<file path="src/hw/icache_pkg.sv">
/* Instruction cache shared definitions */

package icache_pkg;

    localparam int ADDR_W   = 32;
    localparam int INST_W   = 32;
    localparam int LINE_W   = 64;
    localparam int INDEX_W  = 6;
    localparam int TAG_W    = 23;
    localparam int NUM_SETS = 1 << INDEX_W;

    // A fetch address seen as its cache fields, from the top bit down.
    typedef struct packed {
        logic [TAG_W-1:0]   tag;
        logic [INDEX_W-1:0] index;
        logic               word_sel;  // picks the high word of the line when set.
        logic [1:0]         byte_off;
    } fetch_addr_t;

    // Result of the tag compare, one cycle after the index.
    typedef struct packed {
        logic       hit;
        logic       hit_way;
        logic [1:0] way_valid;
    } lookup_t;

    // Refill write into one way of both arrays.
    typedef struct packed {
        logic we;
        logic way;
    } fill_t;

    typedef enum logic [1:0] {
        IDLE,
        CHECK,
        REFILL,
        FENCE
    } state_t;

endpackage

</file>
<file path="src/hw/icache_ctrl.sv">
/* Instruction cache control */

`timescale 1ns/1ps

module icache_ctrl (
    input  logic                          clk,
    input  logic                          reset_i,
    input  logic                          fetch_req_i,
    input  icache_pkg::fetch_addr_t       fetch_addr_i,
    input  logic                          fence_i,
    input  logic                          mem_valid_i,
    input  icache_pkg::lookup_t           lookup_i,
    input  logic                          victim_way_i,
    output logic [icache_pkg::INDEX_W-1:0] array_index_o,
    output icache_pkg::fill_t             fill_o,
    output logic                          fetch_valid_o,
    output logic                          mem_read_o,
    output logic [icache_pkg::ADDR_W-1:0] mem_addr_o,
    output logic                          touch_o,
    output logic                          served_o
);

    icache_pkg::state_t state_q;
    icache_pkg::state_t state_d;

    // one bit wider than the index so the sweep can stop after the last set.
    logic [icache_pkg::INDEX_W:0] sweep_q;
    logic                         victim_q;
    logic                         hit_now;

    icache_pkg::fetch_addr_t line_addr;

    assign hit_now = (state_q == icache_pkg::CHECK) && lookup_i.hit;

    always_comb begin
        state_d = state_q;
        case (state_q)
            icache_pkg::IDLE: begin
                if (fence_i) begin
                    state_d = icache_pkg::FENCE;
                end else if (fetch_req_i) begin
                    state_d = icache_pkg::CHECK;
                end
            end
            icache_pkg::CHECK: begin
                if (lookup_i.hit) begin
                    state_d = icache_pkg::IDLE;
                end else begin
                    state_d = icache_pkg::REFILL;
                end
            end
            icache_pkg::REFILL: begin
                if (mem_valid_i) begin
                    state_d = icache_pkg::IDLE;  // the lookup is repeated on the filled line.
                end
            end
            icache_pkg::FENCE: begin
                if (!fence_i) begin
                    state_d = icache_pkg::IDLE;
                end
            end
            default: begin
                state_d = icache_pkg::IDLE;
            end
        endcase
    end

    always_ff @(posedge clk) begin
        if (reset_i) begin
            state_q <= icache_pkg::IDLE;
        end else begin
            state_q <= state_d;
        end
    end

    always_ff @(posedge clk) begin
        if (reset_i || (state_q != icache_pkg::FENCE)) begin
            sweep_q <= '0;
        end else if (!sweep_q[icache_pkg::INDEX_W]) begin
            sweep_q <= sweep_q + 1'b1;
        end
    end

    always_ff @(posedge clk) begin
        if ((state_q == icache_pkg::CHECK) && !lookup_i.hit) begin
            victim_q <= victim_way_i;  // held for the whole refill.
        end
    end

    always_comb begin
        line_addr          = fetch_addr_i;
        line_addr.word_sel = 1'b0;
        line_addr.byte_off = 2'b00;
    end

    assign array_index_o = (state_q == icache_pkg::FENCE) ?
                           sweep_q[icache_pkg::INDEX_W-1:0] : fetch_addr_i.index;

    assign fill_o.we  = (state_q == icache_pkg::REFILL) && mem_valid_i;
    assign fill_o.way = victim_q;

    assign mem_read_o = (state_q == icache_pkg::REFILL);
    assign mem_addr_o = line_addr;

    assign fetch_valid_o = hit_now;
    assign touch_o       = hit_now;
    assign served_o      = fetch_valid_o;

endmodule

</file>
<file path="config.mk">
export PLATFORM = sky130hd
export DESIGN_NAME = icache_ctrl
export DESIGN_NICKNAME = d
export VERILOG_FILES = /design/src/hw/icache_pkg.sv /design/src/hw/icache_ctrl.sv
export SDC_FILE = /design/constraint.sdc
export NUM_CORES = 1
export LEC_CHECK = 0
export ABC_CLOCK_PERIOD_IN_PS = 1300
export BUFFER_PORTS_ARGS = -buffer_cell sky130_fd_sc_hd__buf_2
export CAP_MARGIN = 20
export CORE_MARGIN = 10
export CORE_UTILIZATION = 36
export CTS_BUF_LIST = sky130_fd_sc_hd__clkbuf_8
export CTS_CLUSTER_SIZE = 28
export DETAILED_ROUTE_END_ITERATION = 8
export GPL_ROUTABILITY_DRIVEN = 1
export PLACE_DENSITY = 0.8
export SYNTH_ARGS = -nofsm -noshare
export SYNTH_HDL_FRONTEND = slang
export SYNTH_SLANG_ARGS = --single-unit
</file>
<file path="constraint.sdc">
create_clock -name clk -period 1.3 [get_ports clk]
set_input_delay 0.26 -clock clk [delete_from_list [all_inputs] [get_ports clk]]
set_output_delay 0.26 -clock clk [all_outputs]
set_load 0.005 [all_outputs]
</file>
* Yosys cells after proc, flatten, opt, wreduce, memory -nomap -nowiden *
Cells that the tools add are included.

cells by class
  equality and inequality tests = 7
  $mul = 0
  div/mod/pow operators = 0
  shift-type cells = 0
  bitwise logic cells = 0
  add/subtract/negate cells = 1
  reductions and logical operators = 7
  muxes and demuxes = 8
  order comparisons = 0

operators by type and width
  cell                   number
  $mux W2                5
  $pmux W2 S4            1
  $add A7 B1 Y7 const B  1
  $mux W7                1
  $mux W6                1
  $ne A2 B2 Y1 const B   3
  $eq A2 B2 Y1 const B   2
  $logic_and A1 B1 Y1    3
  $ne A3 B3 Y1 const B   1
  $reduce_and A3 Y1      1
  $eq A2 B1 Y1 const B   1
  $logic_not A2 Y1       1
  $logic_not A1 Y1       1
  $logic_or A1 B1 Y1     1

word-level totals
  memory bits (writable) = 0
  bits in registers = 10
  latch bits = 0
  memories = 0
  logic and storage cells = 27
  ROM bits = 0
  input bits = 42

* Longest topological paths before layout *
Gate-level depths: netlist (run 1).

  depth in word-level cells = 3
  depth in mapped cells = 5

* Worst setup path before layout (run 1) *
No wires, ideal clock.

  path kind = flip-flop to output port
  start = register state_q[0]
  end = output port array_index_o[0] in the netlist's numbering
  setup slack = 0.151 ns
  arrival time = 0.889 ns
  buffers on the path = 1
  data required time = 1.040 ns
  stages on the path, launching flop included = 4
  path through = dfxtp_1 -> buf_2 -> nand2_2 -> mux2_2

between the ends
  word-level cells in the longest chain between the ends = 2

RTL lines
  what                    line               text
  start, declared         icache_ctrl.sv:23  icache_pkg::state_t state_q;
  start signal, assigned  icache_ctrl.sv:70  state_q <= icache_pkg::IDLE;
  start signal, assigned  icache_ctrl.sv:72  state_q <= state_d;
  $eq A2 B2 Y1            icache_ctrl.sv:96  assign array_index_o = (state_q == icache_pkg::FENCE) ?
  $mux W6                 icache_ctrl.sv:96
  end, declared           icache_ctrl.sv:14  output logic [icache_pkg::INDEX_W-1:0] array_index_o,

No other way between the ends.

* Final worst setup path (run 1) *
  start = register state_q[1]
  end = output port array_index_o[1] in the netlist's numbering

The elaborated chain is that of the path after synthesis.

==> results of run 1 <==
[cell usage in the layout (no fill, tap or decap), drive strengths merged, types with 2 or more instances in the layout]
cell and instances:
mux2 6, nor2 8, clkbuf 4, nor2b 2
o21ai 2, xor2 3, nand2 3, nand4b 2
dfxtp 9, a21oi 4, conb 3, buf 35
[layer usage]
layer  share of wire, %  track usage (%)  vias up
li1                   -                -      277
met1                 30            5.948      269
met2                 51            13.85       30
met3                 16            3.802       18
met4                3.6            8.974        0
met5                  0                0        -
[cell families (layout without fill, tap and decap cells)]
family | count (synthesis) | after routing | share of synthesized area [%]
adders and majority gates | 1 | 1 | 1.526
muxes | 7 | 7 | 9.465
and+or+nand+nor | 24 | 24 | 18.48
DFF | 10 | 10 | 25.65
other | 1 | 3 | 0.4576
buffers and inverters | 38 | 39 | 34.66
xor gates and xnor gates | 4 | 4 | 4.276
AOI/OAI and AO/OA | 8 | 8 | 5.497
[report_power, final]
part / switching (mW) / leakage, nW / internal, mW
Sequential: 0.0203 / 0.0833 / 0.325
Combinational: 0.0908 / 0.358 / 0.143
Clock: 0.120 / 0.0288 / 0.266
Total: 0.231 / 0.470 / 0.734
[state kept, by name, summed over array words and instances (netlist names)]
| signal | count |
|---|---|
| sweep_q | 7 |
| state_q | 2 |
| victim_q | 1 |
[per-stage QoR]
stage	util, %	cell area [um2]
3_3_place_gp	33.92	743.2
2_1_floorplan	-	827.0
3_5_place_dp	33.92	743.2
4_1_cts	41.86	917.1
5_1_grt	43.18	945.9
6_report	43.18	945.9
[timing repair]
item | 4_1_cts | 5_1_grt
pin swaps | 2 | 2
setup buffers | 3 | 0
setup endpoints to repair | 11 | 11
resized for setup | 22 | 7
hold endpoints to repair | 0 | 0
[layout make-up]
type	instances	area (um2)
clock buffers	4	55.05
fillers	206	1245
multi-input cells	47	386.6
flip-flops and latches	10	217.7
well taps	28	35.03
repair buffers	35	251.5
[worst paths after layout]
check | end | slack (ns) | cells after the start
min | victim_q | 0.20 | 1
min reg2reg | sweep_q[5] | 0.51 | 2
max reg2reg | state_q[1] | 0.09 | 3
max | array_index_o[1] | -0.09 | 3
==> metrics.yaml, run 1 <==
path_clk_slew_ns: 0.05
viasPerCell: 4.790
grt_pass1_vias: 641
syn_to_final_growth_pct: 15.42
die_h_um: 67.71
port_buffers: 30
fmaxAchievable_mhz: 718.3
syn_inst: 93
cts_sinks: 10
synth-edff-count: 1
dieArea_mm2: 0.004585
grt_max_degree: 9
synth.most_common_cell: "buf_4"
initial_core_util_pct: 37.41
min_from: "victim_way_i"
cpPeakStageDelay_ns: 0.39
clock_skew_ns: 0.004678
cap_violations: 0
setup-tns-final_ns: -0.7612
num_rows: 17
ir_worst_vdd_mv: 0.6063
path_cells: "nand2_8 -> mux2_4 -> buf_6"
p_leak_nw: 0.4703
first_pass_iters: 2
ant_nets: 0
crit_fanout: 7
antenna_found_initial: 0
startpoint: "state_q[1]"
crit_family: "flip-flops"
drc: 0
fin_crit_sh_pct: 107.1
fin_crit_ns: 1.392
worst_slack_ns: -0.09212
endpoint_kind: "output port"
worst_path_max_delay_cell: "dfxtp_4"
grt_pass1_wl_um: 2794
async_flop_share_pct: 0
synth.distinct_cells: 30
cp_num_buf_inv: 1
cp_data_arrival_time_ns: 1.13
core_area_mm2: 0.002191
p_per_area_mw_per_mm2: 1021
final-instance-count-excl-fill: 124
grt.total_usage_pct: 7.971
hp-class: "in -> reg"
cts_inserted_buffers: 3
synth_warnings: 0
yosys.area.top_type: "buf_4"
place_ws_ns: 0.07081
synth_commonest_cells: "35 x buf_4, 9 x dfxtp_1, 8 x nor2_1"
htreeDepth: 1
io_pins: 86
gp_congestion: 0.8427
synth_top_flop_cell: "dfxtp_1"
final_max_slew_viol_count: 0
cp-start-kind: "flop"
synthesis.area_um2: 819.5
hold_buffers: 0
drt_iter0_markers: 17
fp.dieW_um: 67.71
layout.nets: 140
finalHoldViolations: 0
seq_area_frac_synth_pct: 25.65
grt_overflow: 0
antennaDiodeCount: 0
clk_latency_ns: 0.24
final-setup-viol-count: 10
violations: "setup timing"
synth-seq-cells: 10
clockBufferDepth: 2
dp.cells: 117
hpwl_um: 1404
reg2reg_from: "state_q[1]"
yosysTopAreaCellShare_pct: 32.06
worst_ep_required_time_ns: 1.04
status: "finished, violations left"
avgSynthCellArea_um2: 8.812
p_total_uw: 965.7
routed_wl_um: 1895
drive_gt1_share_pct: 57.29
synth.area.top_cells: "buf_4 32%, dfxtp_1 22%, mux2_2 8.2%, edfxtp_1 3.7%, nor2_1 3.7%"
cts_root_buf: "clkbuf_8"
cts_tree: "done"
vias: 594
path_class: "reg -> out"
rsz0062_at_grt: "true"
wire_per_inst_um: 15.28
fin_hold_ws_ns: 0.2012
No activity file was read; power rests on OpenSTA's default activity.
==> run 2: changes to the inputs <==
--- a/config.mk
+++ b/config.mk
@@ -15,6 +15,7 @@
 export DETAILED_ROUTE_END_ITERATION = 8
 export GPL_ROUTABILITY_DRIVEN = 1
 export PLACE_DENSITY = 0.8
+export SETUP_SLACK_MARGIN = 0.5
 export SYNTH_ARGS = -nofsm -noshare
 export SYNTH_HDL_FRONTEND = slang
 export SYNTH_SLANG_ARGS = --single-unit
==> run 2 against run 1 <==
The flow still finishes with violations (setup timing). Register-to-register slack worse by 0.08 ns. First-iteration DRC count grew 41%. Maximum frequency shrank 0.34%. Final cell count rose by 1.6%. Via count rose by 1.3%. Clock-buffer cell count down 1. Global-route usage up 0.87 points. Sequential cell count did not move. Critical endpoint is now array_index_o[2]. Largest power group is now sequential cells. Highest routed layer unchanged.
==> metrics.yaml, run 2 (same netlist as run 1, synthesis figures left out) <==
status: "finished, violations left"
violations: "setup timing"
path_clk_slew_ns: 0.05  # about the same
initial_core_util_pct: 37.41  # unchanged
fin_crit_ns: 1.397  # +0.004732 ns
p_switching_uw: 234.6  # +1.5%
top_register: "sweep_q"
die_h_um: 67.71  # unchanged
endpoint_kind: "output port"
clockBufferDepth: 2  # unchanged
rsz0062_at_grt: "true"
p_sw_share_pct: 25.62  # +1.7 points
clock_skew_ns: 0.004819  # +0.0001408 ns
grt_pass1_vias: 625  # -2.5%
crit_fanout: 7  # unchanged
power_frac_comb_pct: 28.5  # +4.3 points
ant_nets: 0  # unchanged
core_area_mm2: 0.002191  # unchanged
layout.nets: 142  # +1.4%
htreeDepth: 1  # unchanged
io_pins: 86  # unchanged
cp-start-kind: "flop"
first_pass_iters: 4  # +2
cts_root_buf: "clkbuf_8"
worst_ep_required_time_ns: 1.04  # about the same
fin_crit_sh_pct: 107.5  # +0.36 points
worst_slack_ns: -0.09685  # -0.004732 ns
ir_worst_vdd_mv: 0.3540  # -42%
p_clk_share_pct: 34.7  # -5.3 points
cpPeakStageDelay_ns: 0.39  # about the same
wire_per_inst_um: 16.37  # +7.1%
place_area_um2: 795.8  # +7.1%
port_buffers: 30  # unchanged
clk_latency_ns: 0.23  # about the same
antennaDiodeCount: 0  # unchanged
p_leak_nw: 0.4882  # +3.8%
largest_reg_flops: 7  # unchanged
path_class: "reg -> out"
share_seq_of_total_power_pct: 36.9  # +1.1 points
fin_hold_ws_ns: 0.2010  # -0.0001880 ns
antenna_found_initial: 0  # unchanged
finish.utilization_pct: 47.00  # +3.8 points
largestRegisters: "sweep_q (7), state_q (2), victim_q (1)"
viasPerCell: 4.778  # -0.26%
p_per_area_mw_per_mm2: 889.6  # -13%
grt_max_degree: 9  # unchanged
final-instance-count-excl-fill: 126  # +1.6%
hp-class: "in -> reg"
gp_congestion: 0.7574  # -10%
grt.total_usage_pct: 8.843  # +0.87 points
grt_pass1_wl_um: 3063  # +9.6%
worst_path_max_delay_cell: "dfxtp_4"
final-setup-viol-count: 10  # unchanged
cap_violations: 0  # unchanged
cp_num_buf_inv: 1  # unchanged
finalHoldViolations: 0  # unchanged
grt_overflow: 0  # unchanged
setup-tns-final_ns: -0.8216  # -0.06032 ns
cp_data_arrival_time_ns: 1.14  # about the same
final_max_slew_viol_count: 0  # unchanged
path_cells: "nand2_8 -> mux2_4 -> buf_6"
design_area_mm2: 0.001030  # +8.9%
final_common_cell: "buf_2"
drt_iter0_markers: 24  # +7
cts_inserted_buffers: 3  # unchanged
dieArea_mm2: 0.004585  # unchanged
drc: 0  # unchanged
crit_family: "flip-flops"
routed_wl_um: 2063  # +8.9%
layout_common_cells: "22 x buf_2, 13 x buf_6, 6 x mux2_4, 6 x dfxtp_4"
cts_tree: "done"
drive_gt1_share_pct: 73.47  # +16 points
fmaxAchievable_mhz: 715.9  # -0.34%
dp.cells: 117  # unchanged
fp.dieW_um: 67.71  # unchanged
vias: 602  # +1.3%
syn_to_final_growth_pct: 25.65
cts_sinks: 10  # unchanged
num_rows: 17  # unchanged
intPower_uw: 681.4  # -7.2%
[run 2: cell count changes in the layout (fill, tap and decap cells not counted), moves of 2 or more]
| cell | delta |
|---|---|
| buf_6 | +2 |
| dfxtp_1 | -6 |
| dfxtp_4 | +4 |
| a21oi_2 | +2 |
| dfxtp_2 | +2 |
| nor2_2 | +4 |
| nor2_1 | -4 |
| a21oi_1 | -2 |
[run 2: worst register-to-register path, stage by stage (launching register included)]
cell,delay [ns]
dfxtp_4,0.37
buf_6,0.12
buf_4,0.13
or3b_4,0.37
a21oi_2,0.12
a2111oi_1,0.06
[run 2: repair_timing]
item,CTS,global route
resized for setup,24,15
buffers inserted,2,3
hold buffers,0,0
pin swaps,6,7
endpoints found under the setup margin,22,22
[run 2: power groups by stage]
stage / registers [mW] / logic, mW / clock network, mW
floorplan: 0.335 / 0.204 / 0
global placement: 0.348 / 0.165 / 0
detailed placement: 0.348 / 0.172 / 0
CTS: 0.336 / 0.215 / 0.329
global route: 0.338 / 0.282 / 0.354
finish: 0.338 / 0.261 / 0.318
[run 2: per-stage QoR]
stage               total power [mW]  setup WS, ns
finish                        0.9160      -0.09685
global route                  0.9743       -0.1333
CTS                           0.8796      -0.09579
detailed placement            0.5205       0.08946
global placement              0.5124        0.1007
floorplan                     0.5391        0.2303
[run 2: routing by layer]
layer,track usage [%],share of wire (%),vias up
met4,6.923,2.2,0
li1,-,-,282
met3,2.314,8.8,6
met5,0,0,-
met2,17.14,57,26
met1,7.363,32,288
[run 2: final timing paths]
check,start,end,slack [ns],depth (start not counted)
setup / recovery,state_q[1],array_index_o[2],-0.1,3
hold / removal,victim_way_i,victim_q,0.20,1
setup reg to reg,state_q[1],state_q[1],0.01,5
hold reg to reg,sweep_q[5],sweep_q[5],0.56,2
[run 2: area by class of cell]
class,count,area (um2)
flip-flops and latches,10,235.2
clock inverters,1,3.754
multi-input cells,47,442.9
clock buffers,3,41.29
well taps,28,35.03
fillers,208,1161
repair buffers,37,271.5
==> run 3: changes to the inputs <==
--- a/config.mk
+++ b/config.mk
@@ -10,7 +10,7 @@
 export CAP_MARGIN = 20
 export CORE_MARGIN = 10
 export CORE_UTILIZATION = 36
-export CTS_BUF_LIST = sky130_fd_sc_hd__clkbuf_8
+export CTS_BUF_LIST = sky130_fd_sc_hd__clkbuf_4
 export CTS_CLUSTER_SIZE = 28
 export DETAILED_ROUTE_END_ITERATION = 8
 export GPL_ROUTABILITY_DRIVEN = 1
==> run 3 against run 2 <==
The flow still finishes with violations (setup timing). Clock power is 22% lower. Register-to-register slack hardly changed. Largest power group unchanged. Critical path type unchanged. Via count is 2.0% higher. Sequential share of layout area is 0.75 points higher. Final area is 3.2% lower. Sequential cell count stayed put. Critical path depth stayed put. Maximum frequency is 3.5% lower.
==> metrics.yaml, run 3 (same netlist as run 1, synthesis figures left out) <==
cp-start-kind: "flop"
path_class: "reg -> out"
final-setup-viol-count: 11  # +1
cts_root_buf: "clkbuf_4"
htreeDepth: 1  # unchanged
path_cells: "nand2_8 -> mux2_4 -> buf_6"
clockBufferDepth: 2  # unchanged
cts_inserted_buffers: 3  # unchanged
routed_wl_um: 2078  # +0.73%
syn_to_final_growth_pct: 21.68
top_register: "sweep_q"
crit_fanout: 7  # unchanged
top_usage_layer: "met2"
hp-class: "in -> reg"
finish.utilization_pct: 45.52  # -1.5 points
p_leak_nw: 0.4757  # -2.6%
drt_iter0_markers: 19  # -21%
cts_sinks: 10  # unchanged
grt_pass1_wl_um: 2953  # -3.6%
grt_max_degree: 9  # unchanged
fin_crit_ns: 1.448  # +0.05122 ns
p_total_uw: 834.8  # -8.9%
layout_common_cells: "23 x buf_2, 9 x buf_6, 8 x nor2_1"
cts_tree: "done"
cp_data_arrival_time_ns: 1.19  # +0.05 ns
drc: 0  # unchanged
clk_latency_ns: 0.27  # +0.04 ns
worst_ep_required_time_ns: 1.04  # about the same
grt.total_usage_pct: 8.444  # -0.40 points
gp_congestion: 0.7574  # unchanged
final_common_cell: "buf_2"
cap_violations: 0  # unchanged
core_area_mm2: 0.002191  # unchanged
path_depth: 3  # unchanged
io_pins: 86  # unchanged
port_buffers: 30  # unchanged
antenna_found_initial: 0  # unchanged
crit_family: "flip-flops"
fp.dieW_um: 67.71  # unchanged
final-instance-count-excl-fill: 126  # unchanged
viasPerCell: 4.873  # +2.0%
startpoint: "state_q[1]"
status: "finished, violations left"
grt_pass1_vias: 620  # -0.80%
worstRegToRegCells: 5  # unchanged
vias: 614  # +2.0%
ir_worst_vdd_mv: 0.3530  # -0.28%
num_rows: 17  # unchanged
antennaDiodeCount: 0  # unchanged
worst_path_max_delay_cell: "dfxtp_4"
violations: "setup timing"
fin_crit_sh_pct: 111.4  # +3.9 points
place_area_um2: 795.8  # unchanged
r2r-end: "state_q[1]"
dieArea_mm2: 0.004585  # unchanged
endpoint_kind: "output port"
die_h_um: 67.71  # unchanged
endpoint: "array_index_o[0]"
hold_path_depth: 2  # +1
finalHoldViolations: 0  # unchanged
cp_num_buf_inv: 1  # unchanged
largest_reg_flops: 7  # unchanged
r2r_setup_slack_ns: 0  # about the same
p_per_area_mw_per_mm2: 837.1  # -5.9%
dp.cells: 117  # unchanged
layout.nets: 142  # unchanged
largestRegisters: "sweep_q (7), state_q (2), victim_q (1)"
wire_per_inst_um: 16.49  # +0.73%
path_clk_slew_ns: 0.07  # +0.02 ns
design_area_um2: 997.2  # -3.2%
reg2reg_from: "state_q[1]"
final_max_slew_viol_count: 0  # unchanged
clock_skew_ns: 0.01135  # +0.006530 ns
grt_overflow: 0  # unchanged
ant_nets: 0  # unchanged
grt_util_met2_pct: 16.55  # -0.59 points
fmaxAchievable_mhz: 690.6  # -3.5%
first_pass_iters: 4  # unchanged
cpPeakStageDelay_ns: 0.37  # -0.02 ns
worst_slack_ns: -0.1481  # -0.05122 ns
use_met1_pct: 6.990  # -0.37 points
drive_gt1_share_pct: 69.39  # -4.1 points
rsz0062_at_grt: "true"
gr-usage-met3_pct: 2.314  # unchanged
initial_core_util_pct: 37.41  # unchanged
## run 3: how the worst min path moves through the flow
stage                       from         end  slack, ns
global route        victim_way_i    victim_q       0.16
detailed placement  victim_way_i    victim_q       0.44
CTS                 victim_way_i    victim_q       0.16
finish                   reset_i  state_q[0]       0.16
global placement    victim_way_i    victim_q       0.44
floorplan                reset_i  state_q[0]       0.33
## run 3: metrics by stage
step                setup TNS, ns  setup WS (ns)  hold WS (ns)
floorplan                       0         0.2303        0.3291
CTS                        -1.235        -0.1369        0.1598
global route               -1.723        -0.1739        0.1616
detailed placement              0        0.08946        0.4387
global placement                0         0.1007        0.4377
finish                     -1.305        -0.1481        0.1598
## run 3: repair_timing
action | CTS | global route
hold buffers | 0 | 0
pin swaps | 6 | 5
endpoints found under the setup margin | 22 | 22
setup buffers | 2 | 3
resized for setup | 23 | 10
## run 3: power by group
part	internal, mW	total (mW)	switching, mW
combinational	0.151	0.251	0.0994
clock	0.139	0.249	0.110
sequential	0.316	0.335	0.0186
## run 3: final cells by class
cell class                      instances  area, um2
Fill cell                             210       1194
Multi-Input combinational cell         47      435.4
Timing Repair Buffer                   37      261.5
Sequential cell                        10      235.2
Tap cell                               28      35.03
Clock buffer                            4      30.03
## run 3: routing by layer
layer,vias to the layer above,wire length [um]
li1,281,-
met1,297,648
met3,6,194
met5,-,0
met2,30,1212
met4,0,23
