$ cat src/hw/icache_pkg.sv
/* Instruction cache shared definitions */

package icache_pkg;

    localparam int ADDR_W   = 32;
    localparam int INST_W   = 32;
    localparam int LINE_W   = 64;
    localparam int INDEX_W  = 6;
    localparam int TAG_W    = 23;
    localparam int NUM_SETS = 1 << INDEX_W;

    // A fetch address seen as its cache fields, from the top bit down.
    typedef struct packed {
        logic [TAG_W-1:0]   tag;
        logic [INDEX_W-1:0] index;
        logic               word_sel;  // picks the high word of the line when set.
        logic [1:0]         byte_off;
    } fetch_addr_t;

    // Result of the tag compare, one cycle after the index.
    typedef struct packed {
        logic       hit;
        logic       hit_way;
        logic [1:0] way_valid;
    } lookup_t;

    // Refill write into one way of both arrays.
    typedef struct packed {
        logic we;
        logic way;
    } fill_t;

    typedef enum logic [1:0] {
        IDLE,
        CHECK,
        REFILL,
        FENCE
    } state_t;

endpackage

$ cat src/hw/icache_replace.sv
/* Age based victim choice */

`timescale 1ns/1ps

module icache_replace #(
    parameter int AGE_W = 3
) (
    input  logic                           clk,
    input  logic                           reset_i,
    input  logic [icache_pkg::INDEX_W-1:0] index_i,
    input  icache_pkg::lookup_t            lookup_i,
    input  logic                           touch_i,
    input  logic                           served_i,
    input  icache_pkg::fill_t              fill_i,
    output logic                           victim_way_o
);

    localparam logic [AGE_W-1:0] AGE_MAX = '1;

    logic [AGE_W-1:0] age_q [icache_pkg::NUM_SETS][2];
    logic [AGE_W-1:0] age_way0;
    logic [AGE_W-1:0] age_way1;

    always_ff @(posedge clk) begin
        if (reset_i) begin
            for (int s = 0; s < icache_pkg::NUM_SETS; s++) begin
                age_q[s][0] <= '0;
                age_q[s][1] <= '0;
            end
        end else begin
            if (served_i) begin
                for (int s = 0; s < icache_pkg::NUM_SETS; s++) begin
                    for (int w = 0; w < 2; w++) begin
                        if (age_q[s][w] != AGE_MAX) begin
                            age_q[s][w] <= age_q[s][w] + 1'b1;
                        end
                    end
                end
            end
            // the used way restarts from zero after the general aging.
            if (touch_i) begin
                age_q[index_i][lookup_i.hit_way] <= '0;
            end
            if (fill_i.we) begin
                age_q[index_i][fill_i.way] <= '0;
            end
        end
    end

    assign age_way0 = age_q[index_i][0];
    assign age_way1 = age_q[index_i][1];

    always_comb begin
        if (!lookup_i.way_valid[0]) begin
            victim_way_o = 1'b0;
        end else if (!lookup_i.way_valid[1]) begin
            victim_way_o = 1'b1;
        end else begin
            victim_way_o = (age_way1 > age_way0);  // ties go to way 0.
        end
    end

endmodule

$ cat config.mk
export PLATFORM = sky130hd
export DESIGN_NAME = icache_replace
export DESIGN_NICKNAME = d
export VERILOG_FILES = /design/src/hw/icache_pkg.sv /design/src/hw/icache_replace.sv
export SDC_FILE = /design/constraint.sdc
export NUM_CORES = 1
export LEC_CHECK = 0
export BUFFER_PORTS_ARGS = -buffer_cell sky130_fd_sc_hd__buf_2
export CORE_AREA = 5 5 189 191
export CTS_CLUSTER_DIAMETER = 80
export DETAILED_ROUTE_END_ITERATION = 8
export DIE_AREA = 0 0 194 196
export GPL_ROUTABILITY_DRIVEN = 0
export PLACE_DENSITY = 0.8
export SYNTH_ARGS = -nofsm -noshare
export SYNTH_HDL_FRONTEND = slang
export SYNTH_SLANG_ARGS = --single-unit
$ cat constraint.sdc
create_clock -name clk -period 11.6 [get_ports clk]
set_clock_uncertainty 0.15 [all_clocks]
set_input_delay 2.32 -clock clk [delete_from_list [all_inputs] [get_ports clk]]
set_output_delay 2.32 -clock clk [all_outputs]
set_load 0.01 [all_outputs]
# == Yosys cells after proc, flatten, opt, wreduce, memory -nomap -nowiden ==
# Memories as Yosys holds them, arrays and structs flattened.
# Cells that the tools add are included.
# op_classes
div_mod_pow,0
muxes,660
addsub,128
eq_ne,128
reduce_logical,2
shift,0
magnitude_cmp,5
n_bitwise,136
multipliers,0
# op_table
operator,count
$mux 1,526
$mux 3,130
$add 3x1->3 const B,128
$ne 3x3->1 const B,128
$or 1x1->1,134
$mux 6,2
$demux 3 s1,2
$ge 2x2->1 const B,2
$lt 2x1->1 const B,2
$not 1->2,2
$gt 3x3->1,1
$logic_and 1x1->1,2
# word_totals
wordCells,1060
rom_bits,0
n_memories,1
mem_bits_rw,384
reg_bits,0
latchBits,0
# mem_list
memory,words,word_bits,rd,rd_clocked_by_memory_dff,write_ports,line,source
age_q,64,6,65,0,65,icache_replace.sv:20,logic [AGE_W-1:0] age_q [icache_pkg::NUM_SETS][2];

# == Depth between registers and ports, before layout ==
# Gate-level depths: netlist of the first run.
# logic_depth
word_depth,7
depth_mapped,14
mapped_depth_nobuf,10

# == Worst setup path before layout of the first run ==
# No wires, ideal clock.
# synth_timing
path_type,input port to output port
from,input port index_i[0] (netlist bit)
to,output port victim_way_o
t_arrival_ns,4.660
path_stages,12
path_slack_ns,4.470
cell_sequence,buf_6 > buf_6 > buf_2 > mux4_2 > a22oi_1 > o211ai_1 > or4_1 > ha_1 > nor2b_1 > o21a_1 > o21ai_0 > a21boi_0
# synth_between
elab_chain_len,4
# synth_lines
element,line,source
"start, declared",icache_replace.sv:10,"input logic [icache_pkg::INDEX_W-1:0] index_i,"
$mem_v2 64x6,-,
$gt 3x3->1,icache_replace.sv:59,victim_way_o = (age_way1 > age_way0);
$mux 1,icache_replace.sv:56,end else if (!lookup_i.way_valid[1]) begin
$mux 1,icache_replace.sv:54,if (!lookup_i.way_valid[0]) begin
"end, declared",icache_replace.sv:15,output logic victim_way_o
# No other way between the ends.

# == Worst setup path in the final report of the first run ==
# layout_timing
from,input port index_i[1] (netlist bit)
to,output port victim_way_o
# Same word-level chain as after synthesis.

==> run_summary.xml, run 1 <==
<?xml version="1.0" encoding="UTF-8"?>
<metrics>
  <group name="critical_path">
    <metric name="critical_path_arrival" unit="ns">6.59</metric>
    <metric name="critical_path_required" unit="ns">9.13</metric>
    <metric name="path_cells" unit="">buf_4, buf_4, and3b_2, buf_4, a222oi_1, a21boi_0, o22ai_1, nor4_2, ha_1, nor2b_1, o21a_1, o21ai_0, a21boi_0, buf_2</metric>
    <metric name="rr_worst_depth" unit="">5</metric>
    <metric name="worst_setup_path_end_kind" unit="">primary output</metric>
    <metric name="regToRegStartpoint" unit="">age_q[27][0]</metric>
    <metric name="regToRegSetupSlack" unit="ns">9.88</metric>
    <metric name="slowest_stage_delay_cp" unit="ns">0.66</metric>
    <metric name="path_common_cell" unit="">sky130_fd_sc_hd__buf_4</metric>
    <metric name="worst-setup-path-type" unit="">primary input to primary output</metric>
    <metric name="worstSetupStartpointType" unit="">primary input</metric>
    <metric name="timing.critical_path.buf_inv" unit="">4</metric>
    <metric name="crit_slowest_cell" unit="">sky130_fd_sc_hd__buf_4</metric>
    <metric name="critPathTopFamily" unit="">compound AO/OA/AOI/OAI gates</metric>
    <metric name="crit-reg2reg-capture" unit="">age_q[27][2]</metric>
    <metric name="cp_max_fo" unit="">58</metric>
  </group>
  <group name="timing">
    <metric name="worstMarginPinSlew" unit="ns">1.33</metric>
    <metric name="finalSetupTns" unit="ns">0</metric>
    <metric name="setup-violations-final" unit="">0</metric>
    <metric name="setup_repair_after_global_routing_missed_its_margin" unit="">no</metric>
    <metric name="final-hold-violation-count" unit="">0</metric>
    <metric name="maxClockFrequency" unit="MHz">110</metric>
    <metric name="relSlewSlack" unit="">0.110</metric>
    <metric name="slew_violations" unit="">0</metric>
    <metric name="final_critical_path_setup_slack" unit="ns">2.54</metric>
    <metric name="final_worst_path_period_need" unit="ns">9.06</metric>
    <metric name="post_route_clock_period_utilization" unit="">0.781</metric>
  </group>
  <group name="synthesis">
    <metric name="synth_warnings" unit="">0</metric>
    <metric name="syn-mean-instance-area" unit="um^2">10.6</metric>
    <metric name="ys_seq_area_frac" unit="">0.348</metric>
    <metric name="ys_types" unit="">68</metric>
    <metric name="synthesis.instances" unit="">2094</metric>
    <metric name="synth-seq-cells" unit="">384</metric>
    <metric name="synth_ff_type" unit="">sky130_fd_sc_hd__dfxtp_1</metric>
    <metric name="synth-edff-count" unit="">0</metric>
    <metric name="postSynthNetCount" unit="">2369</metric>
    <metric name="synth.cell_area" unit="um^2">22100</metric>
    <metric name="asyncSetResetFlopFracSynth" unit="">0</metric>
  </group>
  <group name="placed_design">
    <metric name="place_ws" unit="ns">2.63</metric>
    <metric name="port_buffers" unit="">15</metric>
    <metric name="hpwl" unit="mm">36.4</metric>
  </group>
  <group name="global_routing">
    <metric name="grt_first_pass_wirelength" unit="mm">90.6</metric>
    <metric name="global_route.overflow_total" unit="">0</metric>
    <metric name="grt_pass1_vias" unit="">17009</metric>
    <metric name="grt_util_all_layers" unit="">0.290</metric>
    <metric name="initial_antenna_violation_count" unit="">3</metric>
    <metric name="largest_net_degree_at_the_start_of_global_routing" unit="">106</metric>
  </group>
  <group name="cts">
    <metric name="cts_buffers" unit="">42</metric>
    <metric name="reg_clk_slew_reported_paths" unit="ns">0.06</metric>
    <metric name="clk_path_buf_depth" unit="">3</metric>
    <metric name="post_cts_hold_buffer_count" unit="">0</metric>
    <metric name="cts-resized-gates" unit="">0</metric>
    <metric name="cts_htree_levels" unit="">2</metric>
    <metric name="clk_root_buffer_cell" unit="">sky130_fd_sc_hd__clkbuf_16</metric>
    <metric name="post-cts-setup-buffer-count" unit="">0</metric>
    <metric name="cts_tree" unit="">yes</metric>
    <metric name="clk-insertion-delay-late" unit="ns">0.53</metric>
    <metric name="tritoncts_num_sinks" unit="">384</metric>
  </group>
  <group name="min_path">
    <metric name="min_delay_worst_endpoint" unit="">age_q[54][2]</metric>
    <metric name="worst_hold_startpoint" unit="">age_q[54][2]</metric>
    <metric name="hold-path-cell-count" unit="">2</metric>
    <metric name="min_path_type" unit="">flip-flop to flip-flop</metric>
  </group>
  <group name="run_status">
    <metric name="status" unit="">completed</metric>
  </group>
  <group name="floorplan">
    <metric name="ios" unit="">17</metric>
    <metric name="initial_utilization" unit="">0.651</metric>
    <metric name="coreArea" unit="um^2">33900</metric>
    <metric name="floorplan.die_area" unit="um^2">38000</metric>
    <metric name="die_w" unit="um">194</metric>
    <metric name="std_cell_rows" unit="">68</metric>
    <metric name="die_h" unit="um">196</metric>
  </group>
  <group name="final_layout">
    <metric name="max_flop_register" unit="">age_q</metric>
    <metric name="num-nets-final" unit="">2309</metric>
    <metric name="drive_gt1_frac" unit="">0.0951</metric>
    <metric name="reg.largest.list" unit="">age_q: 384 flops</metric>
    <metric name="number_of_filler_cells_placed_in_the_layout" unit="">2412</metric>
    <metric name="flip_flop_count_of_the_largest_register_after_layout" unit="">384</metric>
    <metric name="multiInputGateArea" unit="um^2">13700</metric>
    <metric name="area_taken_by_flip_flops_and_latches" unit="um^2">7690</metric>
    <metric name="flow.area_growth_from_synthesis" unit="%">7.29</metric>
  </group>
  <group name="detailed_routing">
    <metric name="remaining_drc_errors" unit="">0</metric>
    <metric name="antenna_violating_nets_post_route" unit="">0</metric>
    <metric name="detail_route.wirelength" unit="mm">56.6</metric>
    <metric name="dr_total_vias" unit="">16707</metric>
    <metric name="first_iter_violations" unit="">1390</metric>
    <metric name="drt_pass1_iterations" unit="">6</metric>
    <metric name="routed_wire_length_per_instance" unit="um">22.5</metric>
    <metric name="via_per_inst" unit="">6.64</metric>
  </group>
  <group name="power_and_ir_drop">
    <metric name="power.ir.vdd_worst" unit="V">0.000142</metric>
    <metric name="p_leak" unit="nW">10.6</metric>
    <metric name="pwr_dens" unit="nW/um^2">142</metric>
  </group>
  <group name="run">
    <metric name="timing.max_cap.violations" unit="">0</metric>
  </group>
</metrics>
-- routing by layer --
layer	part of all wire	vias to the layer above	track usage
li1	-	7761	-
met4	0.047	4	0.132
met3	0.074	195	0.0550
met1	0.41	8149	0.371
met5	0.00049	-	0
met2	0.46	598	0.477
-- how the worst max path moves through the flow --
stage                from           end  slack [ns]  cells after the start
6_report       index_i[1]  victim_way_o        2.54                     14
5_1_grt        index_i[1]  victim_way_o        2.42                     14
4_1_cts        index_i[1]  victim_way_o        2.61                     14
3_5_place_dp   index_i[1]  victim_way_o        2.63                     14
3_3_place_gp   index_i[1]  victim_way_o        2.73                     13
2_1_floorplan  index_i[0]  victim_way_o        4.47                     12
-- kinds of logic (layout without fill, tap and decap cells) --
kind of cell             count (synthesis)  after routing  synth area share
buffers and inverters                  158            126            0.0327
adder cells (fa/ha/maj)                259            259             0.147
multiplexers                           352            352             0.181
AO/OA/AOI/OAI                          450            450             0.156
flip-flops                             384            384             0.348
AND/OR/NAND/NOR                        363            363            0.0852
XOR/XNOR                               128            128            0.0507
other                                    0              1                 0
-- worst register-to-register path, cell delays in order, from the launching register on --
cell,delay [ns]
sky130_fd_sc_hd__dfxtp_1,0.35
sky130_fd_sc_hd__ha_1,0.23
sky130_fd_sc_hd__ha_1,0.19
sky130_fd_sc_hd__nor2b_1,0.30
sky130_fd_sc_hd__mux2i_1,0.27
sky130_fd_sc_hd__a211oi_1,0.07
-- final cells by class --
type,instances,area share
Multi-Input combinational cell,1552,0.579
Sequential cell,384,0.324
Clock buffer,66,0.0555
Tap cell,455,0.0240
Timing Repair Buffer,47,0.0141
Clock inverter,6,0.00232
Inverter,7,0.00111
Antenna cell,1,0.000106
-- layout by cell type (no fill, tap or decap), types with 7 or more instances in the layout --
master                      synthesis  routed
sky130_fd_sc_hd__a221oi_1          28      28
sky130_fd_sc_hd__xnor2_1          128     128
sky130_fd_sc_hd__mux4_2            28      28
sky130_fd_sc_hd__mux2i_1          284     284
sky130_fd_sc_hd__a211oi_1         255     255
sky130_fd_sc_hd__buf_4              3      36
sky130_fd_sc_hd__inv_1              7       7
sky130_fd_sc_hd__dfxtp_1          384     384
sky130_fd_sc_hd__buf_2             34      10
sky130_fd_sc_hd__o22ai_1           17      17
sky130_fd_sc_hd__nor2b_1          134     133
sky130_fd_sc_hd__o2bb2ai_1          7       7
sky130_fd_sc_hd__ha_1             259     259
sky130_fd_sc_hd__nand2_1           15      15
sky130_fd_sc_hd__a221o_1           12      12
sky130_fd_sc_hd__clkbuf_8           0      11
sky130_fd_sc_hd__a22oi_1           31      31
sky130_fd_sc_hd__clkbuf_1          97      10
sky130_fd_sc_hd__nand3_1           10      10
sky130_fd_sc_hd__mux2_2            33      33
sky130_fd_sc_hd__a21oi_1            9       9
sky130_fd_sc_hd__nor2_1           160     160
sky130_fd_sc_hd__a21o_1            45      45
sky130_fd_sc_hd__clkbuf_16          0      45
-- synthesized netlist by cell type (4+ instances only) --
master | instances | area, um^2
sky130_fd_sc_hd__ha_1 | 259 | 3240
sky130_fd_sc_hd__a21oi_1 | 9 | 45.0
sky130_fd_sc_hd__o22ai_1 | 17 | 106
sky130_fd_sc_hd__a22o_1 | 4 | 35.0
sky130_fd_sc_hd__a21o_1 | 45 | 338
sky130_fd_sc_hd__buf_1 | 8 | 30.0
sky130_fd_sc_hd__inv_1 | 7 | 26.3
sky130_fd_sc_hd__nor3_1 | 4 | 20.0
sky130_fd_sc_hd__mux4_2 | 28 | 631
sky130_fd_sc_hd__clkbuf_1 | 97 | 364
sky130_fd_sc_hd__o21ai_0 | 4 | 20.0
sky130_fd_sc_hd__a211oi_1 | 255 | 1910
sky130_fd_sc_hd__o2bb2ai_1 | 7 | 61.3
sky130_fd_sc_hd__a221o_1 | 12 | 120
sky130_fd_sc_hd__dfxtp_1 | 384 | 7690
sky130_fd_sc_hd__buf_2 | 34 | 170
sky130_fd_sc_hd__mux2_2 | 33 | 372
sky130_fd_sc_hd__nor2b_1 | 134 | 838
sky130_fd_sc_hd__xnor2_1 | 128 | 1120
sky130_fd_sc_hd__nand3_1 | 10 | 50.1
sky130_fd_sc_hd__buf_6 | 7 | 78.8
sky130_fd_sc_hd__o221ai_1 | 5 | 43.8
sky130_fd_sc_hd__a22oi_1 | 31 | 233
sky130_fd_sc_hd__o22a_1 | 5 | 43.8
sky130_fd_sc_hd__a31oi_1 | 4 | 25.0
sky130_fd_sc_hd__a221oi_1 | 28 | 245
sky130_fd_sc_hd__and3_1 | 4 | 25.0
sky130_fd_sc_hd__mux4_1 | 5 | 131
sky130_fd_sc_hd__nor2_1 | 160 | 601
sky130_fd_sc_hd__mux2i_1 | 284 | 2840
sky130_fd_sc_hd__nand2_1 | 15 | 56.3
-- metrics by stage --
step           hold slack, ns  area, um^2  total power [W]  instances   util
2_1_floorplan           0.329       22100          0.00190       2094      -
3_3_place_gp            0.348       22300          0.00200       2445  0.658
3_5_place_dp            0.367       22300          0.00204       2445  0.658
4_1_cts                 0.381       23700          0.00336       2517  0.698
5_1_grt                 0.402       23700          0.00350       2518  0.698
6_report                0.380       23700          0.00336       2518  0.698
-- report_power, final --
group / leakage [nW] / total (W) / switching (W) / internal [W]
logic: 6.74 / 0.000511 / 0.000274 / 0.000237
clock network: 0.679 / 0.00133 / 0.000539 / 0.000795
registers: 3.15 / 0.00151 / 0.0000941 / 0.00142
No activity file was read; power rests on OpenSTA's default activity.
==> run 2, diff against run 1 <==
CORE_AREA = 5 5 202 204   (was 5 5 189 191)
DIE_AREA = 0 0 207 209   (was 0 0 194 196)
PLACE_DENSITY = 0.74   (was 0.8)
clock period = 7.46 ns   (was 11.6 ns; I/O delays follow)
==> run 2 against run 1 <==
  * Sequential share of layout area fell by 0.48 points
  * Via count rose by 0.90%
  * Wire length rose by 2.9%
  * Worst hold slack barely moved
  * Flip-flop and latch count did not move
  * Clock power rose by 62%
  * Combinational power rose by 58%
  * Total power rose by 58%
  * Global-route usage fell by 3.0 points
  * Highest routed layer unchanged
==> run_summary.xml, run 2 (synthesis results as in run 1) <==
<?xml version="1.0" encoding="UTF-8"?>
<metrics>
  <group name="run_status">
    <metric name="status" unit="">completed</metric>
  </group>
  <group name="global_routing">
    <metric name="grt_pass1_vias" unit="">16851</metric>
    <metric name="global_route.overflow_total" unit="">0</metric>
    <metric name="initial_antenna_violation_count" unit="">3</metric>
    <metric name="grt_first_pass_wirelength" unit="mm">92.2</metric>
    <metric name="largest_net_degree_at_the_start_of_global_routing" unit="">190</metric>
    <metric name="grt_util_all_layers" unit="">0.259</metric>
  </group>
  <group name="floorplan">
    <metric name="std_cell_rows" unit="">73</metric>
    <metric name="initial_utilization" unit="">0.565</metric>
    <metric name="die_w" unit="um">207</metric>
    <metric name="coreArea" unit="um^2">39100</metric>
    <metric name="ios" unit="">17</metric>
    <metric name="floorplan.die_area" unit="um^2">43300</metric>
    <metric name="die_h" unit="um">209</metric>
  </group>
  <group name="min_path">
    <metric name="hold-path-cell-count" unit="">2</metric>
    <metric name="worst_hold_startpoint" unit="">age_q[42][2]</metric>
    <metric name="min_path_type" unit="">flip-flop to flip-flop</metric>
    <metric name="min_delay_worst_endpoint" unit="">age_q[42][2]</metric>
  </group>
  <group name="critical_path">
    <metric name="slowest_stage_delay_cp" unit="ns">1.08</metric>
    <metric name="critical_path_arrival" unit="ns">5.22</metric>
    <metric name="regToRegSetupSlack" unit="ns">5.74</metric>
    <metric name="regToRegStartpoint" unit="">age_q[31][0]</metric>
    <metric name="crit_slowest_cell" unit="">sky130_fd_sc_hd__nor2b_1</metric>
    <metric name="critPathTopFamily" unit="">simple AND/OR/NAND/NOR gates</metric>
    <metric name="path_cells" unit="">buf_4, nor2b_1, buf_4, o2bb2ai_1, a221oi_1, buf_4, o221ai_1, nor4b_2, ha_1, nor2b_1, o21a_1, o21ai_0, a21boi_0, buf_2</metric>
    <metric name="timing.critical_path.buf_inv" unit="">4</metric>
    <metric name="crit-reg2reg-capture" unit="">age_q[31][1]</metric>
    <metric name="rr_worst_depth" unit="">5</metric>
    <metric name="critical_path_required" unit="ns">5.82</metric>
    <metric name="worst-setup-path-type" unit="">primary input to primary output</metric>
    <metric name="cp_max_fo" unit="">28</metric>
    <metric name="path_common_cell" unit="">sky130_fd_sc_hd__buf_4</metric>
    <metric name="worst_setup_path_end_kind" unit="">primary output</metric>
    <metric name="worstSetupStartpointType" unit="">primary input</metric>
  </group>
  <group name="final_layout">
    <metric name="layoutNonFillerInstCount" unit="">2618</metric>
    <metric name="area_taken_by_flip_flops_and_latches" unit="um^2">7690</metric>
    <metric name="commonest_non_fill_non_tap_cells_in_the_layout" unit="">sky130_fd_sc_hd__dfxtp_1 (384), sky130_fd_sc_hd__mux2i_1 (284), sky130_fd_sc_hd__ha_1 (259)</metric>
    <metric name="drive_gt1_frac" unit="">0.107</metric>
    <metric name="max_flop_register" unit="">age_q</metric>
    <metric name="final_core_util" unit="">0.616</metric>
    <metric name="num-nets-final" unit="">2336</metric>
    <metric name="number_of_filler_cells_placed_in_the_layout" unit="">3244</metric>
    <metric name="most_common_library_cell_in_the_layout_ignoring_fill_and_taps" unit="">sky130_fd_sc_hd__dfxtp_1</metric>
    <metric name="flow.area_growth_from_synthesis" unit="%">8.89</metric>
    <metric name="diodes" unit="">0</metric>
    <metric name="flip_flop_count_of_the_largest_register_after_layout" unit="">384</metric>
    <metric name="reg.largest.list" unit="">age_q: 384 flops</metric>
    <metric name="multiInputGateArea" unit="um^2">13700</metric>
  </group>
  <group name="timing">
    <metric name="finalSetupTns" unit="ns">0</metric>
    <metric name="slew_violations" unit="">0</metric>
    <metric name="setup_repair_after_global_routing_missed_its_margin" unit="">no</metric>
    <metric name="final_worst_path_period_need" unit="ns">6.86</metric>
    <metric name="worstMarginPinSlew" unit="ns">1.32</metric>
    <metric name="relSlewSlack" unit="">0.121</metric>
    <metric name="setup-violations-final" unit="">0</metric>
    <metric name="maxClockFrequency" unit="MHz">146</metric>
    <metric name="timing.hold.ws" unit="ns">0.380</metric>
    <metric name="final-hold-violation-count" unit="">0</metric>
    <metric name="post_route_clock_period_utilization" unit="">0.920</metric>
  </group>
  <group name="placed_design">
    <metric name="port_buffers" unit="">15</metric>
    <metric name="dp_cells" unit="">2541</metric>
    <metric name="hpwl" unit="mm">38.8</metric>
  </group>
  <group name="cts">
    <metric name="post-cts-setup-buffer-count" unit="">0</metric>
    <metric name="reg_clk_slew_reported_paths" unit="ns">0.06</metric>
    <metric name="tritoncts_num_sinks" unit="">384</metric>
    <metric name="clk_path_buf_depth" unit="">3</metric>
    <metric name="clk_root_buffer_cell" unit="">sky130_fd_sc_hd__clkbuf_16</metric>
    <metric name="cts_htree_levels" unit="">2</metric>
    <metric name="cts-resized-gates" unit="">0</metric>
    <metric name="cts_tree" unit="">yes</metric>
    <metric name="post_cts_hold_buffer_count" unit="">0</metric>
    <metric name="cts_buffers" unit="">43</metric>
    <metric name="clk-insertion-delay-late" unit="ns">0.55</metric>
  </group>
  <group name="detailed_routing">
    <metric name="first_iter_violations" unit="">1184</metric>
    <metric name="drt_pass1_iterations" unit="">5</metric>
    <metric name="detail_route.wirelength" unit="mm">58.3</metric>
    <metric name="routed_wire_length_per_instance" unit="um">22.3</metric>
    <metric name="dr_total_vias" unit="">16858</metric>
    <metric name="antenna_violating_nets_post_route" unit="">0</metric>
    <metric name="remaining_drc_errors" unit="">0</metric>
    <metric name="via_per_inst" unit="">6.44</metric>
  </group>
  <group name="power_and_ir_drop">
    <metric name="design_power_total" unit="W">0.00531</metric>
    <metric name="power.ir.vdd_worst" unit="V">0.000185</metric>
    <metric name="p_leak" unit="nW">10.7</metric>
    <metric name="pwr_dens" unit="nW/um^2">221</metric>
  </group>
  <group name="run">
    <metric name="timing.max_cap.violations" unit="">0</metric>
  </group>
</metrics>
run 2: cell count changes in the layout (fill, tap and decap cells not counted), sizes merged:
cell    delta
clkinv     +3
buf       +26
bufinv     +2
inv        +1
diode      -1
clkbuf     -1
run 2: worst min-delay path, delay by kind of cell, from the launching register on:
kind          cells  cell delay [ns]
mux               1             0.07
flops             1             0.35
simple gates      1             0.08
run 2: area by class of cell:
class	count	share of cell area
Multi-Input combinational cell	1552	0.570
Tap cell	525	0.0273
Timing Repair Buffer	73	0.0231
Inverter	7	0.00109
Clock buffer	65	0.0532
Sequential cell	384	0.319
Clock inverter	12	0.00577
run 2: how the worst max path moves through the flow:
stage | startpoint | to | cells past startpoint
after floorplan | index_i[0] | victim_way_o | 12
after global placement | index_i[0] | victim_way_o | 14
after detailed placement | index_i[1] | victim_way_o | 13
after CTS | index_i[1] | victim_way_o | 13
after global routing | index_i[0] | victim_way_o | 14
final | index_i[0] | victim_way_o | 14
run 2: per-layer routing:
layer,share of wire,vias to the layer above,GRT usage
met2,0.47,528,0.435
met4,0.042,6,0.0983
met5,0.00063,-,0
li1,-,7831,-
met3,0.060,160,0.0395
met1,0.43,8333,0.340
run 2: per-stage QoR:
stage	area [um^2]	setup slack [ns]
CTS	24100	0.685
floorplan	22100	1.99
global route	24100	0.563
finish	24100	0.599
detailed placement	22600	0.736
global placement	22600	0.681
run 2: report_power, final:
group / switching [W] / internal [W] / total, W
Combinational: 0.000429 / 0.000377 / 0.000806
Sequential: 0.000148 / 0.00221 / 0.00235
Clock: 0.000867 / 0.00129 / 0.00215
==> run 3, diff against run 2 <==
MAX_ROUTING_LAYER = met4   (was not set)
==> run 3 against run 2 <==
  * Critical path depth unchanged
  * Clock power barely moved
  * Largest power group unchanged
  * Largest cell class unchanged
  * Worst hold slack hardly changed
  * Register-to-register slack hardly changed
==> run_summary.xml, run 3 (synthesis results as in run 1) <==
<?xml version="1.0" encoding="UTF-8"?>
<metrics>
  <group name="run_status">
    <metric name="status" unit="">completed</metric>
  </group>
  <group name="placed_design">
    <metric name="port_buffers" unit="">15</metric>
    <metric name="hpwl" unit="mm">38.8</metric>
  </group>
  <group name="final_layout">
    <metric name="flip_flop_count_of_the_largest_register_after_layout" unit="">384</metric>
    <metric name="multiInputGateArea" unit="um^2">13700</metric>
    <metric name="num-nets-final" unit="">2336</metric>
    <metric name="flow.area_growth_from_synthesis" unit="%">8.92</metric>
    <metric name="most_common_library_cell_in_the_layout_ignoring_fill_and_taps" unit="">sky130_fd_sc_hd__dfxtp_1</metric>
    <metric name="drive_gt1_frac" unit="">0.107</metric>
    <metric name="area_taken_by_flip_flops_and_latches" unit="um^2">7690</metric>
    <metric name="reg.largest.list" unit="">age_q: 384 flops</metric>
    <metric name="number_of_filler_cells_placed_in_the_layout" unit="">3243</metric>
    <metric name="commonest_non_fill_non_tap_cells_in_the_layout" unit="">sky130_fd_sc_hd__dfxtp_1 (384), sky130_fd_sc_hd__mux2i_1 (284), sky130_fd_sc_hd__ha_1 (259)</metric>
    <metric name="max_flop_register" unit="">age_q</metric>
  </group>
  <group name="detailed_routing">
    <metric name="via_per_inst" unit="">6.41</metric>
    <metric name="routed_wire_length_per_instance" unit="um">22.2</metric>
    <metric name="first_iter_violations" unit="">1282</metric>
    <metric name="remaining_drc_errors" unit="">0</metric>
    <metric name="antenna_violating_nets_post_route" unit="">0</metric>
    <metric name="drt_pass1_iterations" unit="">7</metric>
    <metric name="detail_route.wirelength" unit="mm">58.2</metric>
    <metric name="dr_total_vias" unit="">16811</metric>
  </group>
  <group name="cts">
    <metric name="cts_htree_levels" unit="">2</metric>
    <metric name="clk-insertion-delay-late" unit="ns">0.55</metric>
    <metric name="reg_clk_slew_reported_paths" unit="ns">0.06</metric>
    <metric name="post-cts-setup-buffer-count" unit="">0</metric>
    <metric name="post_cts_hold_buffer_count" unit="">0</metric>
    <metric name="clk_root_buffer_cell" unit="">sky130_fd_sc_hd__clkbuf_16</metric>
    <metric name="tritoncts_num_sinks" unit="">384</metric>
    <metric name="cts_tree" unit="">yes</metric>
    <metric name="cts_buffers" unit="">43</metric>
    <metric name="clk_path_buf_depth" unit="">3</metric>
    <metric name="cts-resized-gates" unit="">0</metric>
  </group>
  <group name="critical_path">
    <metric name="critical_path_arrival" unit="ns">5.26</metric>
    <metric name="worst_setup_path_end_kind" unit="">primary output</metric>
    <metric name="worstSetupStartpointType" unit="">primary input</metric>
    <metric name="cp_max_fo" unit="">28</metric>
    <metric name="worst-setup-path-type" unit="">primary input to primary output</metric>
    <metric name="critical_path_required" unit="ns">5.82</metric>
  </group>
  <group name="timing">
    <metric name="worstMarginPinSlew" unit="ns">1.33</metric>
    <metric name="setup-violations-final" unit="">0</metric>
    <metric name="slew_violations" unit="">0</metric>
    <metric name="maxClockFrequency" unit="MHz">145</metric>
    <metric name="final_worst_path_period_need" unit="ns">6.90</metric>
    <metric name="timing.hold.ws" unit="ns">0.380</metric>
    <metric name="post_route_clock_period_utilization" unit="">0.925</metric>
    <metric name="final-hold-violation-count" unit="">0</metric>
    <metric name="finalSetupTns" unit="ns">0</metric>
    <metric name="relSlewSlack" unit="">0.110</metric>
    <metric name="setup_repair_after_global_routing_missed_its_margin" unit="">no</metric>
  </group>
  <group name="floorplan">
    <metric name="floorplan.die_area" unit="um^2">43300</metric>
    <metric name="die_w" unit="um">207</metric>
    <metric name="die_h" unit="um">209</metric>
    <metric name="initial_utilization" unit="">0.565</metric>
    <metric name="std_cell_rows" unit="">73</metric>
    <metric name="ios" unit="">17</metric>
    <metric name="coreArea" unit="um^2">39100</metric>
  </group>
  <group name="power_and_ir_drop">
    <metric name="p_leak" unit="nW">10.7</metric>
    <metric name="pwr_dens" unit="nW/um^2">221</metric>
    <metric name="power.ir.vdd_worst" unit="V">0.000186</metric>
  </group>
  <group name="global_routing">
    <metric name="grt_first_pass_wirelength" unit="mm">92.2</metric>
    <metric name="grt_pass1_vias" unit="">16824</metric>
    <metric name="largest_net_degree_at_the_start_of_global_routing" unit="">190</metric>
    <metric name="initial_antenna_violation_count" unit="">3</metric>
    <metric name="grt_util_all_layers" unit="">0.267</metric>
    <metric name="global_route.overflow_total" unit="">0</metric>
  </group>
  <group name="min_path">
    <metric name="min_path_type" unit="">flip-flop to flip-flop</metric>
  </group>
  <group name="run">
    <metric name="timing.max_cap.violations" unit="">0</metric>
  </group>
</metrics>
-- run 3: cell types whose count changed in the layout (fill, tap and decap cells not counted) --
cell,change
sky130_fd_sc_hd__diode_2,+3
-- run 3: layer usage --
metal,routed length [um],track usage,vias to the layer above,part of all wire
met5,0,-,-,0
met4,2430,0.0994,0,0.042
met3,3390,0.0372,153,0.058
met2,27100,0.435,512,0.47
met1,25300,0.342,8310,0.43
li1,-,-,7836,-
-- run 3: where the power goes --
group	switching [W]	internal, W
logic	0.000429	0.000377
registers	0.000148	0.00221
clock network	0.000861	0.00129
total	0.00144	0.00387
-- run 3: layout make-up --
| type | instances | area share |
|---|---|---|
| diodes | 3 | 0.000312 |
| clock buffers | 65 | 0.0532 |
| clock inverters | 12 | 0.00577 |
| inverters | 7 | 0.00109 |
| multi-input cells | 1552 | 0.570 |
| flip-flops and latches | 384 | 0.319 |
| well taps | 525 | 0.0273 |
| repair buffers | 73 | 0.0231 |
-- run 3: critical path, stage by stage --
cell                        delay (ns)
sky130_fd_sc_hd__buf_4            0.36
sky130_fd_sc_hd__nor2b_1          1.09
sky130_fd_sc_hd__buf_4            0.26
sky130_fd_sc_hd__o2bb2ai_1        0.11
sky130_fd_sc_hd__a221oi_1         0.09
sky130_fd_sc_hd__buf_4            0.17
sky130_fd_sc_hd__o221ai_1         0.22
sky130_fd_sc_hd__nor4b_2          0.08
sky130_fd_sc_hd__ha_1             0.30
sky130_fd_sc_hd__nor2b_1          0.13
sky130_fd_sc_hd__o21a_1           0.16
sky130_fd_sc_hd__o21ai_0          0.44
sky130_fd_sc_hd__a21boi_0         0.17
sky130_fd_sc_hd__buf_2            0.17
-- run 3: metrics by stage --
step	total power [W]	setup slack, ns	utilization	cells	area [um^2]
floorplan	0.00296	1.99	-	2094	22100
global placement	0.00314	0.681	0.579	2541	22600
detailed placement	0.00319	0.736	0.579	2541	22600
CTS	0.00533	0.685	0.616	2618	24100
global route	0.00552	0.567	0.616	2621	24100
finish	0.00531	0.562	0.616	2621	24100
-- run 3: path summary, 6_finish.rpt --
kind | startpoint | endpoint | slack (ns) | cells past startpoint
worst max register to register | age_q[19][3] | age_q[19][4] | 5.74 | 5
worst max-delay path | index_i[0] | victim_way_o | 0.56 | 14
worst min-delay path | age_q[42][2] | age_q[42][2] | 0.38 | 2
worst min register to register | age_q[42][2] | age_q[42][2] | 0.38 | 2
